--- config.mk ---
export PLATFORM = sky130hd
export DESIGN_NAME = glue_top
export DESIGN_NICKNAME = d
export VERILOG_FILES = /design/src/logic/glue_pkg.sv /design/src/logic/sys_config_regs.sv /design/src/logic/reset_sequencer.sv /design/src/logic/irq_encoder.sv /design/src/logic/status_indicators.sv /design/src/logic/glue_top.sv
export VERILOG_INCLUDE_DIRS = /design/src /design/src/include
export SDC_FILE = /design/constraint.sdc
export NUM_CORES = 1
export LEC_CHECK = 0
export BUFFER_PORTS_ARGS = -buffer_cell sky130_fd_sc_hd__buf_4
export CAP_MARGIN = 20
export CORE_ASPECT_RATIO = 0.75
export CORE_UTILIZATION = 44
export CTS_BUF_LIST = sky130_fd_sc_hd__clkbuf_16
export DETAILED_ROUTE_END_ITERATION = 12
export GPL_ROUTABILITY_DRIVEN = 0
export PLACE_DENSITY = 0.75
export SETUP_SLACK_MARGIN = 0.1
export SYNTH_ARGS = -nofsm -noshare
export SYNTH_HDL_FRONTEND = slang
export SYNTH_SLANG_ARGS = --single-unit
--- constraint.sdc ---
create_clock -name clk -period 1.5 [get_ports clk]
set_input_delay 0.075 -clock clk [delete_from_list [all_inputs] [get_ports clk]]
set_output_delay 0.075 -clock clk [all_outputs]
set_load 0.03 [all_outputs]
--- src/include/glue_params.svh ---
// ----------------------------------------
// glue register map, reset defaults
// and counter sizes
// ----------------------------------------

`ifndef GLUE_PARAMS_SVH
`define GLUE_PARAMS_SVH

// host register addresses
`define GLUE_ADDR_MEM         4'h0
`define GLUE_ADDR_CPU         4'h1
`define GLUE_ADDR_CHIPSET     4'h2
`define GLUE_ADDR_CTRL        4'h3

// ----------------------------------------
// control register bits
// ----------------------------------------
`define GLUE_CTRL_USRRST_BIT  0    // self clearing
`define GLUE_CTRL_CPURST_BIT  1
`define GLUE_CTRL_CPUHLT_BIT  2

// frame starts seen before sys reset drops
`define GLUE_RESET_FRAMES     4

// power led pwm counter
`define GLUE_LED_CNT_W        4

// config after power-on reset
`define GLUE_MEM_DEFAULT      6'h01  // 1 MB chip
`define GLUE_CHIPSET_DEFAULT  5'h00  // pal, ocs

`endif

--- src/logic/glue_pkg.sv ---
// ----------------------------------------
// shared types of the system glue
// register bus vectors, config vectors,
// interrupt level and reset FSM states
// ----------------------------------------

package glue_pkg;

	// ----------------------------------------
	// host register bus
	// ----------------------------------------
	typedef logic [3:0]  reg_addr_t;   // register select
	typedef logic [15:0] reg_data_t;   // read and write data

	// ----------------------------------------
	// configuration vectors
	// ----------------------------------------

	// [1:0] chip ram size, 3 is 2 MB
	typedef logic [5:0] mem_cfg_t;

	// [2] fast chip, [3] fast kick
	typedef logic [3:0] cpu_cfg_t;

	// [1] ntsc
	typedef logic [4:0] chipset_cfg_t;

	// ----------------------------------------
	// interrupts
	// ----------------------------------------
	typedef logic [2:0] ipl_t;         // m68k ipl, active low
	typedef logic [5:0] irq_vec_t;     // bit n is level n+1

	// reset sequencer states
	typedef enum logic [1:0] {
		RST_HOLD,                       // source active
		RST_COUNT,                      // waiting for frame starts
		RST_RUN                         // system released
	} rst_state_t;

endpackage

--- src/logic/sys_config_regs.sv ---
// ----------------------------------------
// host configuration registers
// readback port, user reset pulse
// and the pal/ntsc latch
// ----------------------------------------
`timescale 1ns/1ps
`include "glue_params.svh"

module sys_config_regs (
	input  logic                   clk,
	input  logic                   reset,         // power-on only
	input  glue_pkg::reg_addr_t    host_addr_i,
	input  glue_pkg::reg_data_t    host_wdata_i,
	input  logic                   host_we_i,
	input  logic                   host_re_i,
	output glue_pkg::reg_data_t    host_rdata_o,
	input  logic                   sys_reset_i,   // from reset sequencer
	output glue_pkg::mem_cfg_t     mem_cfg_o,
	output glue_pkg::cpu_cfg_t     cpu_cfg_o,
	output logic                   ntsc_o,
	output logic                   usr_reset_o,   // one cycle pulse
	output logic                   cpu_rst_o,
	output logic                   cpu_halt_o
);

	localparam int NTSC_BIT = 1;   // in chipset reg

	glue_pkg::mem_cfg_t     mem_cfg_q;
	glue_pkg::cpu_cfg_t     cpu_cfg_q;
	glue_pkg::chipset_cfg_t chipset_cfg_q;
	glue_pkg::reg_data_t    rd_mux;
	glue_pkg::reg_data_t    rdata_q;
	logic                   cpu_rst_q;
	logic                   cpu_halt_q;
	logic                   usr_reset_q;
	logic                   ntsc_q;
	logic                   wr_ctrl;

	assign wr_ctrl = host_we_i && (host_addr_i == `GLUE_ADDR_CTRL);

	// ----------------------------------------
	// register writes
	// ----------------------------------------
	always_ff @(posedge clk) begin
		if (reset) begin
			mem_cfg_q     <= `GLUE_MEM_DEFAULT;
			cpu_cfg_q     <= '0;
			chipset_cfg_q <= `GLUE_CHIPSET_DEFAULT;
			cpu_rst_q     <= 1'b0;
			cpu_halt_q    <= 1'b0;
			usr_reset_q   <= 1'b0;
		end else begin
			usr_reset_q <= wr_ctrl & host_wdata_i[`GLUE_CTRL_USRRST_BIT];   // never held
			if (host_we_i) begin
				case (host_addr_i)
					`GLUE_ADDR_MEM:     mem_cfg_q <= host_wdata_i[$bits(mem_cfg_q)-1:0];
					`GLUE_ADDR_CPU:     cpu_cfg_q <= host_wdata_i[$bits(cpu_cfg_q)-1:0];
					`GLUE_ADDR_CHIPSET: chipset_cfg_q <= host_wdata_i[$bits(chipset_cfg_q)-1:0];
					`GLUE_ADDR_CTRL: begin
						cpu_rst_q  <= host_wdata_i[`GLUE_CTRL_CPURST_BIT];   // level
						cpu_halt_q <= host_wdata_i[`GLUE_CTRL_CPUHLT_BIT];   // level
					end
					default: ;   // unmapped
				endcase
			end
		end
	end

	// readback mux, unused bits stay zero
	always_comb begin
		rd_mux = '0;
		case (host_addr_i)
			`GLUE_ADDR_MEM:     rd_mux[$bits(mem_cfg_q)-1:0] = mem_cfg_q;
			`GLUE_ADDR_CPU:     rd_mux[$bits(cpu_cfg_q)-1:0] = cpu_cfg_q;
			`GLUE_ADDR_CHIPSET: rd_mux[$bits(chipset_cfg_q)-1:0] = chipset_cfg_q;
			`GLUE_ADDR_CTRL: begin
				rd_mux[`GLUE_CTRL_CPURST_BIT] = cpu_rst_q;
				rd_mux[`GLUE_CTRL_CPUHLT_BIT] = cpu_halt_q;
			end
			default: ;
		endcase
	end

	always_ff @(posedge clk) begin
		if (reset)
			rdata_q <= '0;
		else if (host_re_i)
			rdata_q <= rd_mux;   // data one cycle after re, else hold
	end

	// video standard only changes while the system is in reset
	always_ff @(posedge clk) begin
		if (reset)
			ntsc_q <= 1'b0;
		else if (sys_reset_i)
			ntsc_q <= chipset_cfg_q[NTSC_BIT];
	end

	assign host_rdata_o = rdata_q;
	assign mem_cfg_o    = mem_cfg_q;
	assign cpu_cfg_o    = cpu_cfg_q;
	assign ntsc_o       = ntsc_q;
	assign usr_reset_o  = usr_reset_q;
	assign cpu_rst_o    = cpu_rst_q;
	assign cpu_halt_o   = cpu_halt_q;

endmodule

--- src/logic/reset_sequencer.sv ---
// ----------------------------------------
// reset source merge and synchronizer
// frame counting system reset FSM
// ----------------------------------------
`timescale 1ns/1ps
`include "glue_params.svh"

module reset_sequencer (
	input  logic clk,
	input  logic reset,           // power-on
	input  logic usr_reset_i,     // pulse from config regs
	input  logic kbd_reset_i,     // ctrl-amiga-amiga
	input  logic rst_ext_i,
	input  logic cpu_reset_n_i,   // cpu driving reset out
	input  logic cpu_rst_i,       // host held cpu reset
	input  logic sof_i,           // start of frame
	output logic sys_reset_o,
	output logic cpu_reset_n_o
);

	localparam int unsigned FRAME_CNT_W = $clog2(`GLUE_RESET_FRAMES + 1);
	localparam logic [FRAME_CNT_W-1:0] FRAME_LAST = FRAME_CNT_W'(`GLUE_RESET_FRAMES - 1);

	glue_pkg::rst_state_t   state_q;
	glue_pkg::rst_state_t   state_d;
	logic [FRAME_CNT_W-1:0] frame_cnt_q;
	logic                   src_any;
	logic                   src_meta_q;
	logic                   src_sync_q;
	logic                   sys_reset_q;

	assign src_any = usr_reset_i | kbd_reset_i | rst_ext_i | ~cpu_reset_n_i;

	// two flop sync, sources are async to clk
	always_ff @(posedge clk) begin
		if (reset) begin
			src_meta_q <= 1'b0;
			src_sync_q <= 1'b0;
		end else begin
			src_meta_q <= src_any;
			src_sync_q <= src_meta_q;
		end
	end

	// ----------------------------------------
	// state machine
	// ----------------------------------------
	always_comb begin
		state_d = state_q;
		if (src_sync_q)
			state_d = glue_pkg::RST_HOLD;   // any state
		else begin
			case (state_q)
				glue_pkg::RST_HOLD:  state_d = glue_pkg::RST_COUNT;
				glue_pkg::RST_COUNT: if (sof_i && frame_cnt_q == FRAME_LAST)
					state_d = glue_pkg::RST_RUN;
				default: ;   // stay running
			endcase
		end
	end

	always_ff @(posedge clk) begin
		if (reset) begin
			state_q     <= glue_pkg::RST_HOLD;
			frame_cnt_q <= '0;
			sys_reset_q <= 1'b1;
		end else begin
			state_q     <= state_d;
			sys_reset_q <= (state_q != glue_pkg::RST_RUN);   // one edge behind state
			if (state_q != glue_pkg::RST_COUNT)
				frame_cnt_q <= '0;
			else if (sof_i)
				frame_cnt_q <= frame_cnt_q + 1'b1;   // frames since release
		end
	end

	assign sys_reset_o   = sys_reset_q;
	assign cpu_reset_n_o = ~(sys_reset_q | cpu_rst_i);

endmodule

--- src/logic/irq_encoder.sv ---
// ----------------------------------------
// m68k ipl encoder with level 7 override
// ----------------------------------------
`timescale 1ns/1ps

module irq_encoder (
	input  logic                clk,
	input  logic                reset,
	input  glue_pkg::irq_vec_t  irq_i,     // levels 1 to 6
	input  logic                int7_i,    // action replay nmi
	output glue_pkg::ipl_t      ipl_n_o
);

	logic [2:0]     level;
	glue_pkg::ipl_t ipl_n_d;
	glue_pkg::ipl_t ipl_n_q;

	// scan upwards so the highest request wins
	always_comb begin
		level = 3'd0;
		for (int i = 0; i < $bits(irq_i); i++) begin
			if (irq_i[i])
				level = 3'(i + 1);
		end
	end

	assign ipl_n_d = int7_i ? 3'b000 : ~level;   // level 7 beats everything

	always_ff @(posedge clk) begin
		if (reset)
			ipl_n_q <= 3'b111;   // no interrupt
		else
			ipl_n_q <= ipl_n_d;
	end

	assign ipl_n_o = ipl_n_q;

endmodule

--- src/logic/status_indicators.sv ---
// ----------------------------------------
// mcu vsync toggle, dimming power led
// turbo chip ram and kick decisions
// ----------------------------------------
`timescale 1ns/1ps
`include "glue_params.svh"

module status_indicators (
	input  logic               clk,
	input  logic               reset,
	input  logic               vsync_n_i,
	input  logic               hsync_n_i,
	input  logic               led_n_i,    // cia led bit, high is off
	input  logic               turbo_i,
	input  logic               ovl_i,      // kickstart overlay
	input  glue_pkg::mem_cfg_t mem_cfg_i,
	input  glue_pkg::cpu_cfg_t cpu_cfg_i,
	output logic               mcu_vsync_o,
	output logic               pwrled_o,
	output logic               turbochipram_o,
	output logic               turbokick_o
);

	localparam int FAST_CHIP_BIT = 2;
	localparam int FAST_KICK_BIT = 3;

	logic                       vsync_del_q;
	logic                       vsync_t_q;
	logic                       vsync_fall;
	logic [`GLUE_LED_CNT_W-1:0] led_cnt_q;
	logic                       led_dim_q;

	// ----------------------------------------
	// vsync for the mcu osd update
	// ----------------------------------------
	assign vsync_fall = ~vsync_n_i & vsync_del_q;

	always_ff @(posedge clk) begin
		if (reset) begin
			vsync_del_q <= 1'b1;   // sync idles high
			vsync_t_q   <= 1'b0;
		end else begin
			vsync_del_q <= vsync_n_i;
			vsync_t_q   <= vsync_t_q ^ vsync_fall;   // flip per frame
		end
	end

	// ----------------------------------------
	// led pwm, low duty cycle when dimmed
	// ----------------------------------------
	always_ff @(posedge clk) begin
		if (reset) begin
			led_cnt_q <= '0;
			led_dim_q <= 1'b0;
		end else begin
			if (hsync_n_i)
				led_cnt_q <= led_cnt_q + 1'b1;
			led_dim_q <= |led_cnt_q;   // low once per wrap
		end
	end

	// dimmed in off state and in turbo mode
	assign pwrled_o = ~(led_n_i & (led_dim_q | ~turbo_i));

	// 2 MB chip with fast chip, only outside overlay
	assign turbochipram_o = ~ovl_i & cpu_cfg_i[FAST_CHIP_BIT] & (&mem_cfg_i[1:0]);
	assign turbokick_o    = ~ovl_i & cpu_cfg_i[FAST_KICK_BIT];

	assign mcu_vsync_o = vsync_t_q;

endmodule

--- src/logic/glue_top.sv ---
// ----------------------------------------
// system glue top level
// config, reset, irq and status blocks
// ----------------------------------------
`timescale 1ns/1ps

module glue_top (
	input  logic                clk,
	input  logic                reset,
	// host register port
	input  glue_pkg::reg_addr_t host_addr_i,
	input  glue_pkg::reg_data_t host_wdata_i,
	input  logic                host_we_i,
	input  logic                host_re_i,
	output glue_pkg::reg_data_t host_rdata_o,
	// reset sources
	input  logic                kbd_reset_i,
	input  logic                rst_ext_i,
	input  logic                cpu_reset_n_i,
	// chipset side
	input  logic                sof_i,
	input  glue_pkg::irq_vec_t  irq_i,
	input  logic                int7_i,
	input  logic                vsync_n_i,
	input  logic                hsync_n_i,
	input  logic                led_n_i,
	input  logic                turbo_i,
	input  logic                ovl_i,
	output logic                cpu_reset_n_o,
	output logic                sys_reset_o,
	output glue_pkg::ipl_t      ipl_n_o,
	output logic                ntsc_o,
	output logic                mcu_vsync_o,
	output logic                pwrled_o,
	output logic                turbochipram_o,
	output logic                turbokick_o,
	output glue_pkg::mem_cfg_t  memcfg_o,
	output glue_pkg::cpu_cfg_t  cpu_config_o,
	output logic                cpu_halt_o
);

	logic usr_reset;   // osd user reset pulse
	logic cpu_rst;     // host held cpu reset

	sys_config_regs CONFIG1 (
		.clk(clk), .reset(reset),
		.host_addr_i(host_addr_i), .host_wdata_i(host_wdata_i),
		.host_we_i(host_we_i), .host_re_i(host_re_i), .host_rdata_o(host_rdata_o),
		.sys_reset_i(sys_reset_o),
		.mem_cfg_o(memcfg_o), .cpu_cfg_o(cpu_config_o), .ntsc_o(ntsc_o),
		.usr_reset_o(usr_reset), .cpu_rst_o(cpu_rst), .cpu_halt_o(cpu_halt_o)
	);

	reset_sequencer RSTSEQ1 (
		.clk(clk), .reset(reset),
		.usr_reset_i(usr_reset), .kbd_reset_i(kbd_reset_i), .rst_ext_i(rst_ext_i),
		.cpu_reset_n_i(cpu_reset_n_i), .cpu_rst_i(cpu_rst), .sof_i(sof_i),
		.sys_reset_o(sys_reset_o), .cpu_reset_n_o(cpu_reset_n_o)
	);

	irq_encoder IRQENC1 (
		.clk(clk), .reset(reset),
		.irq_i(irq_i), .int7_i(int7_i), .ipl_n_o(ipl_n_o)
	);

	status_indicators STATUS1 (
		.clk(clk), .reset(reset),
		.vsync_n_i(vsync_n_i), .hsync_n_i(hsync_n_i), .led_n_i(led_n_i),
		.turbo_i(turbo_i), .ovl_i(ovl_i),
		.mem_cfg_i(memcfg_o), .cpu_cfg_i(cpu_config_o),
		.mcu_vsync_o(mcu_vsync_o), .pwrled_o(pwrled_o),
		.turbochipram_o(turbochipram_o), .turbokick_o(turbokick_o)
	);

endmodule

==> impl_metrics.py <==
metrics = {
    "global_route": {
        "grt_pass1_vias": 1310,
        "grt_max_degree": 38,
        "antenna_found_initial": 0,
        "grt_pass1_wl_um": 6223,
        "grt_usage_pct": 18.48,
        "gr-total-overflow": 0,
    },
    "detailed_routing": {
        "vias": 1482,
        "drtPass1Iterations": 4,
        "viasPerCell": 4.812,
        "drt_iter0_markers": 64,
        "drt_wl_total_um": 3813,
        "post_drt_wl_per_cell_um": 12.38,
        "drc": 0,
        "ant_nets": 0,
    },
    "synthesis": {
        "ys_ff_latch": 43,
        "synthCells": 198,
        "synth_ff_type": "dfxtp_1",
        "synth_cell_type_count": 34,
        "synth_seq_area_share_pct": 47.42,
        "synthArstFlopShare_pct": 0,
        "synth_edf_count": 0,
        "syn_area_per_cell_um2": 9.169,
        "yosys_warnings": 0,
        "syn_area_um2": 1815,
    },
    "final_layout": {
        "area_growth_pct": 31.63,
        "finalNetCount": 299,
        "layout_common_cells": "buf_4 (59), dfxtp_1 (43), nor2_1 (29)",
        "drive_gt1_share_pct": 27.73,
        "layout_commonest_cell": "buf_4",
        "utilization_pct": 62.83,
        "multiInputGateArea_um2": 830.8,
        "diodes": 0,
        "seq_area_um2": 860.8,
        "fillCellCount": 356,
    },
    "cts": {
        "clkSlewWorstSetupHoldPaths_ps": 60,
        "max-clock-path-buffers": 2,
        "numCtsBuffers": 5,
        "cts_sinks": 43,
        "cts_max_level": 2,
        "ctsRootBufferMaster": "clkbuf_16",
        "cts_resized": 0,
        "cts_tree": "yes",
        "clk-insertion-delay-late_ps": 280,
    },
    "place": {
        "hpwl_um": 2719,
        "port_buffers": 56,
    },
    "power": {
        "power_density_nw_per_um2": 1051,
        "p_leak_nw": 1.064,
        "seqPwrFrac_pct": 47.6,
        "worst_ir_drop_vdd_v": 0.0008255,
        "p_sw_uw": 607.7,
        "clkPwrFrac_pct": 41.0,
        "swShare_pct": 24.19,
        "pwr-share-comb_pct": 11.5,
        "p_int_mw": 1.904,
    },
    "sta": {
        "fmax_mhz": 838.9,
        "rsz0062_at_grt": "no",
        "skew_ps": 1.285,
        "min_period_over_period_pct": 79.47,
        "slew_viol_final": 0,
        "setup_viol": 0,
        "finalHoldViolCount": 0,
        "tns_ps": 0,
        "fin_crit_ps": 1192,
    },
    "setup_path": {
        "path_class": "reg2reg",
        "startpoint_type": "flop",
        "cp.arrival_ps": 1360,
        "cp-end-kind": "flop",
        "r2r_slack_ps": 310,
        "r2r_cells": 5,
        "worstPathMaxFanout": 2,
        "worstPathRequired_ps": 1670,
        "r2r_start": "RSTSEQ1.frame_cnt_q[0]",
        "r2r_end": "RSTSEQ1.state_q[0]",
    },
    "floorplanning": {
        "initial_core_util_pct": 47.73,
        "floorplan.io_pins": 77,
        "die_h_um": 57.63,
        "coreArea_um2": 3804,
        "die_w_um": 76.17,
        "die-area_um2": 4390,
        "core.rowCount": 19,
    },
    "outcome": {
        "status": "completed",
    },
    "min_path": {
        "hold_end": "RSTSEQ1.src_meta_q",
        "min-delay-start": "rst_ext_i",
        "hold_path_class": "in2reg",
        "min_path_cells": 3,
    },
    "job": {
        "maxCapViolations": 0,
    },
}
worst max-delay path by stage:
stage               cells after the start                       end                    from
floorplan                               3   CONFIG1.host_rdata_o[2]      CONFIG1.cpu_halt_o
global placement                        5      CONFIG1.cpu_cfg_o[3]          host_addr_i[0]
detailed placement                      5  CONFIG1.chipset_cfg_q[3]          host_addr_i[3]
CTS                                     5        RSTSEQ1.state_q[0]  RSTSEQ1.frame_cnt_q[0]
global route                            5        RSTSEQ1.state_q[0]  RSTSEQ1.frame_cnt_q[0]
finish                                  5        RSTSEQ1.state_q[0]  RSTSEQ1.frame_cnt_q[0]
per-stage QoR:
step	std cells	setup WS (ps)	hold slack, ps	cell area, um2	total power [mW]
after floorplan	207	293.5	178.8	1849	1.409
after global placement	298	294.0	275.1	2230	1.500
after detailed placement	298	299.2	276.2	2230	1.503
after CTS	308	303.4	12.94	2390	2.536
after global routing	308	202.0	31.32	2390	2.605
final	308	308.0	14.14	2390	2.512
worst max-delay path, stage by stage (launching register included):
cell and delay, ps:
dfxtp_1 320, ha_1 200, ha_1 200, nand2_1 80, nor3_1 40, a2111oi_0 240
final cells by class:
type	instances	share of cell area, %
Clock buffer	5	5.236
Clock inverter	3	0.6283
Inverter	8	1.257
Multi-Input combinational cell	136	34.76
Sequential cell	43	36.02
Tap cell	52	2.723
Timing Repair Buffer	61	19.37
state kept, by name, summed over array words and instances (netlist names), 2 cells and up:
name,cells
CONFIG1.host_rdata_o,6
CONFIG1.mem_cfg_o,6
CONFIG1.chipset_cfg_q,5
CONFIG1.cpu_cfg_o,4
STATUS1.led_cnt_q,4
IRQENC1.ipl_n_o,3
RSTSEQ1.frame_cnt_q,3
RSTSEQ1.state_q,2
repair_timing:
action                                 in CTS  in global routing
endpoints found under the hold margin       2                  0
buffers inserted                            0                  0
hold buffers                                2                  0
routing by layer:
layer  global-route usage, %  share of wire (%)  up-vias
met5                       0                  0        -
met4                   7.418                1.4        0
met3                   4.724                4.5        6
met2                   27.92                 44       37
met1                   25.62                 50      673
li1                        -                  -      766
cell usage after synthesis, drive strengths merged (3+ instances only):
| library cell | n | area (um2) |
|---|---|---|
| dfxtp | 43 | 860.8 |
| nor2 | 29 | 108.9 |
| nand2 | 18 | 67.56 |
| buf | 15 | 108.9 |
| mux2i | 13 | 130.1 |
| nand3 | 13 | 65.06 |
| a21oi | 11 | 55.05 |
| inv | 8 | 30.03 |
| a22oi | 5 | 37.54 |
| clkbuf | 5 | 18.77 |
| nor2b | 5 | 31.28 |
| ha | 4 | 50.05 |
| nor3 | 3 | 15.01 |
| o21ai | 3 | 15.01 |
| xnor2 | 3 | 26.28 |
cells by family (layout without fill, tap and decap cells):
family	after synthesis	after routing	synth area share, %
other cells	1	10	0.2066
fa+ha+maj	4	4	2.757
flops	43	43	47.42
simple gates	76	76	19.85
compound gates	26	26	9.029
mux	15	15	9.648
xor+xnor	5	5	2.413
buf+inv	28	77	8.684
power groups by stage:
stage                     clock, mW  sequential (mW)  combinational [mW]
after floorplan                   0             1.24               0.167
after global placement            0             1.22               0.280
after detailed placement          0             1.22               0.283
after CTS                      1.05             1.19               0.289
after global routing           1.09             1.20               0.315
final                          1.03             1.20               0.288
Power figures use the tool's default switching activity.
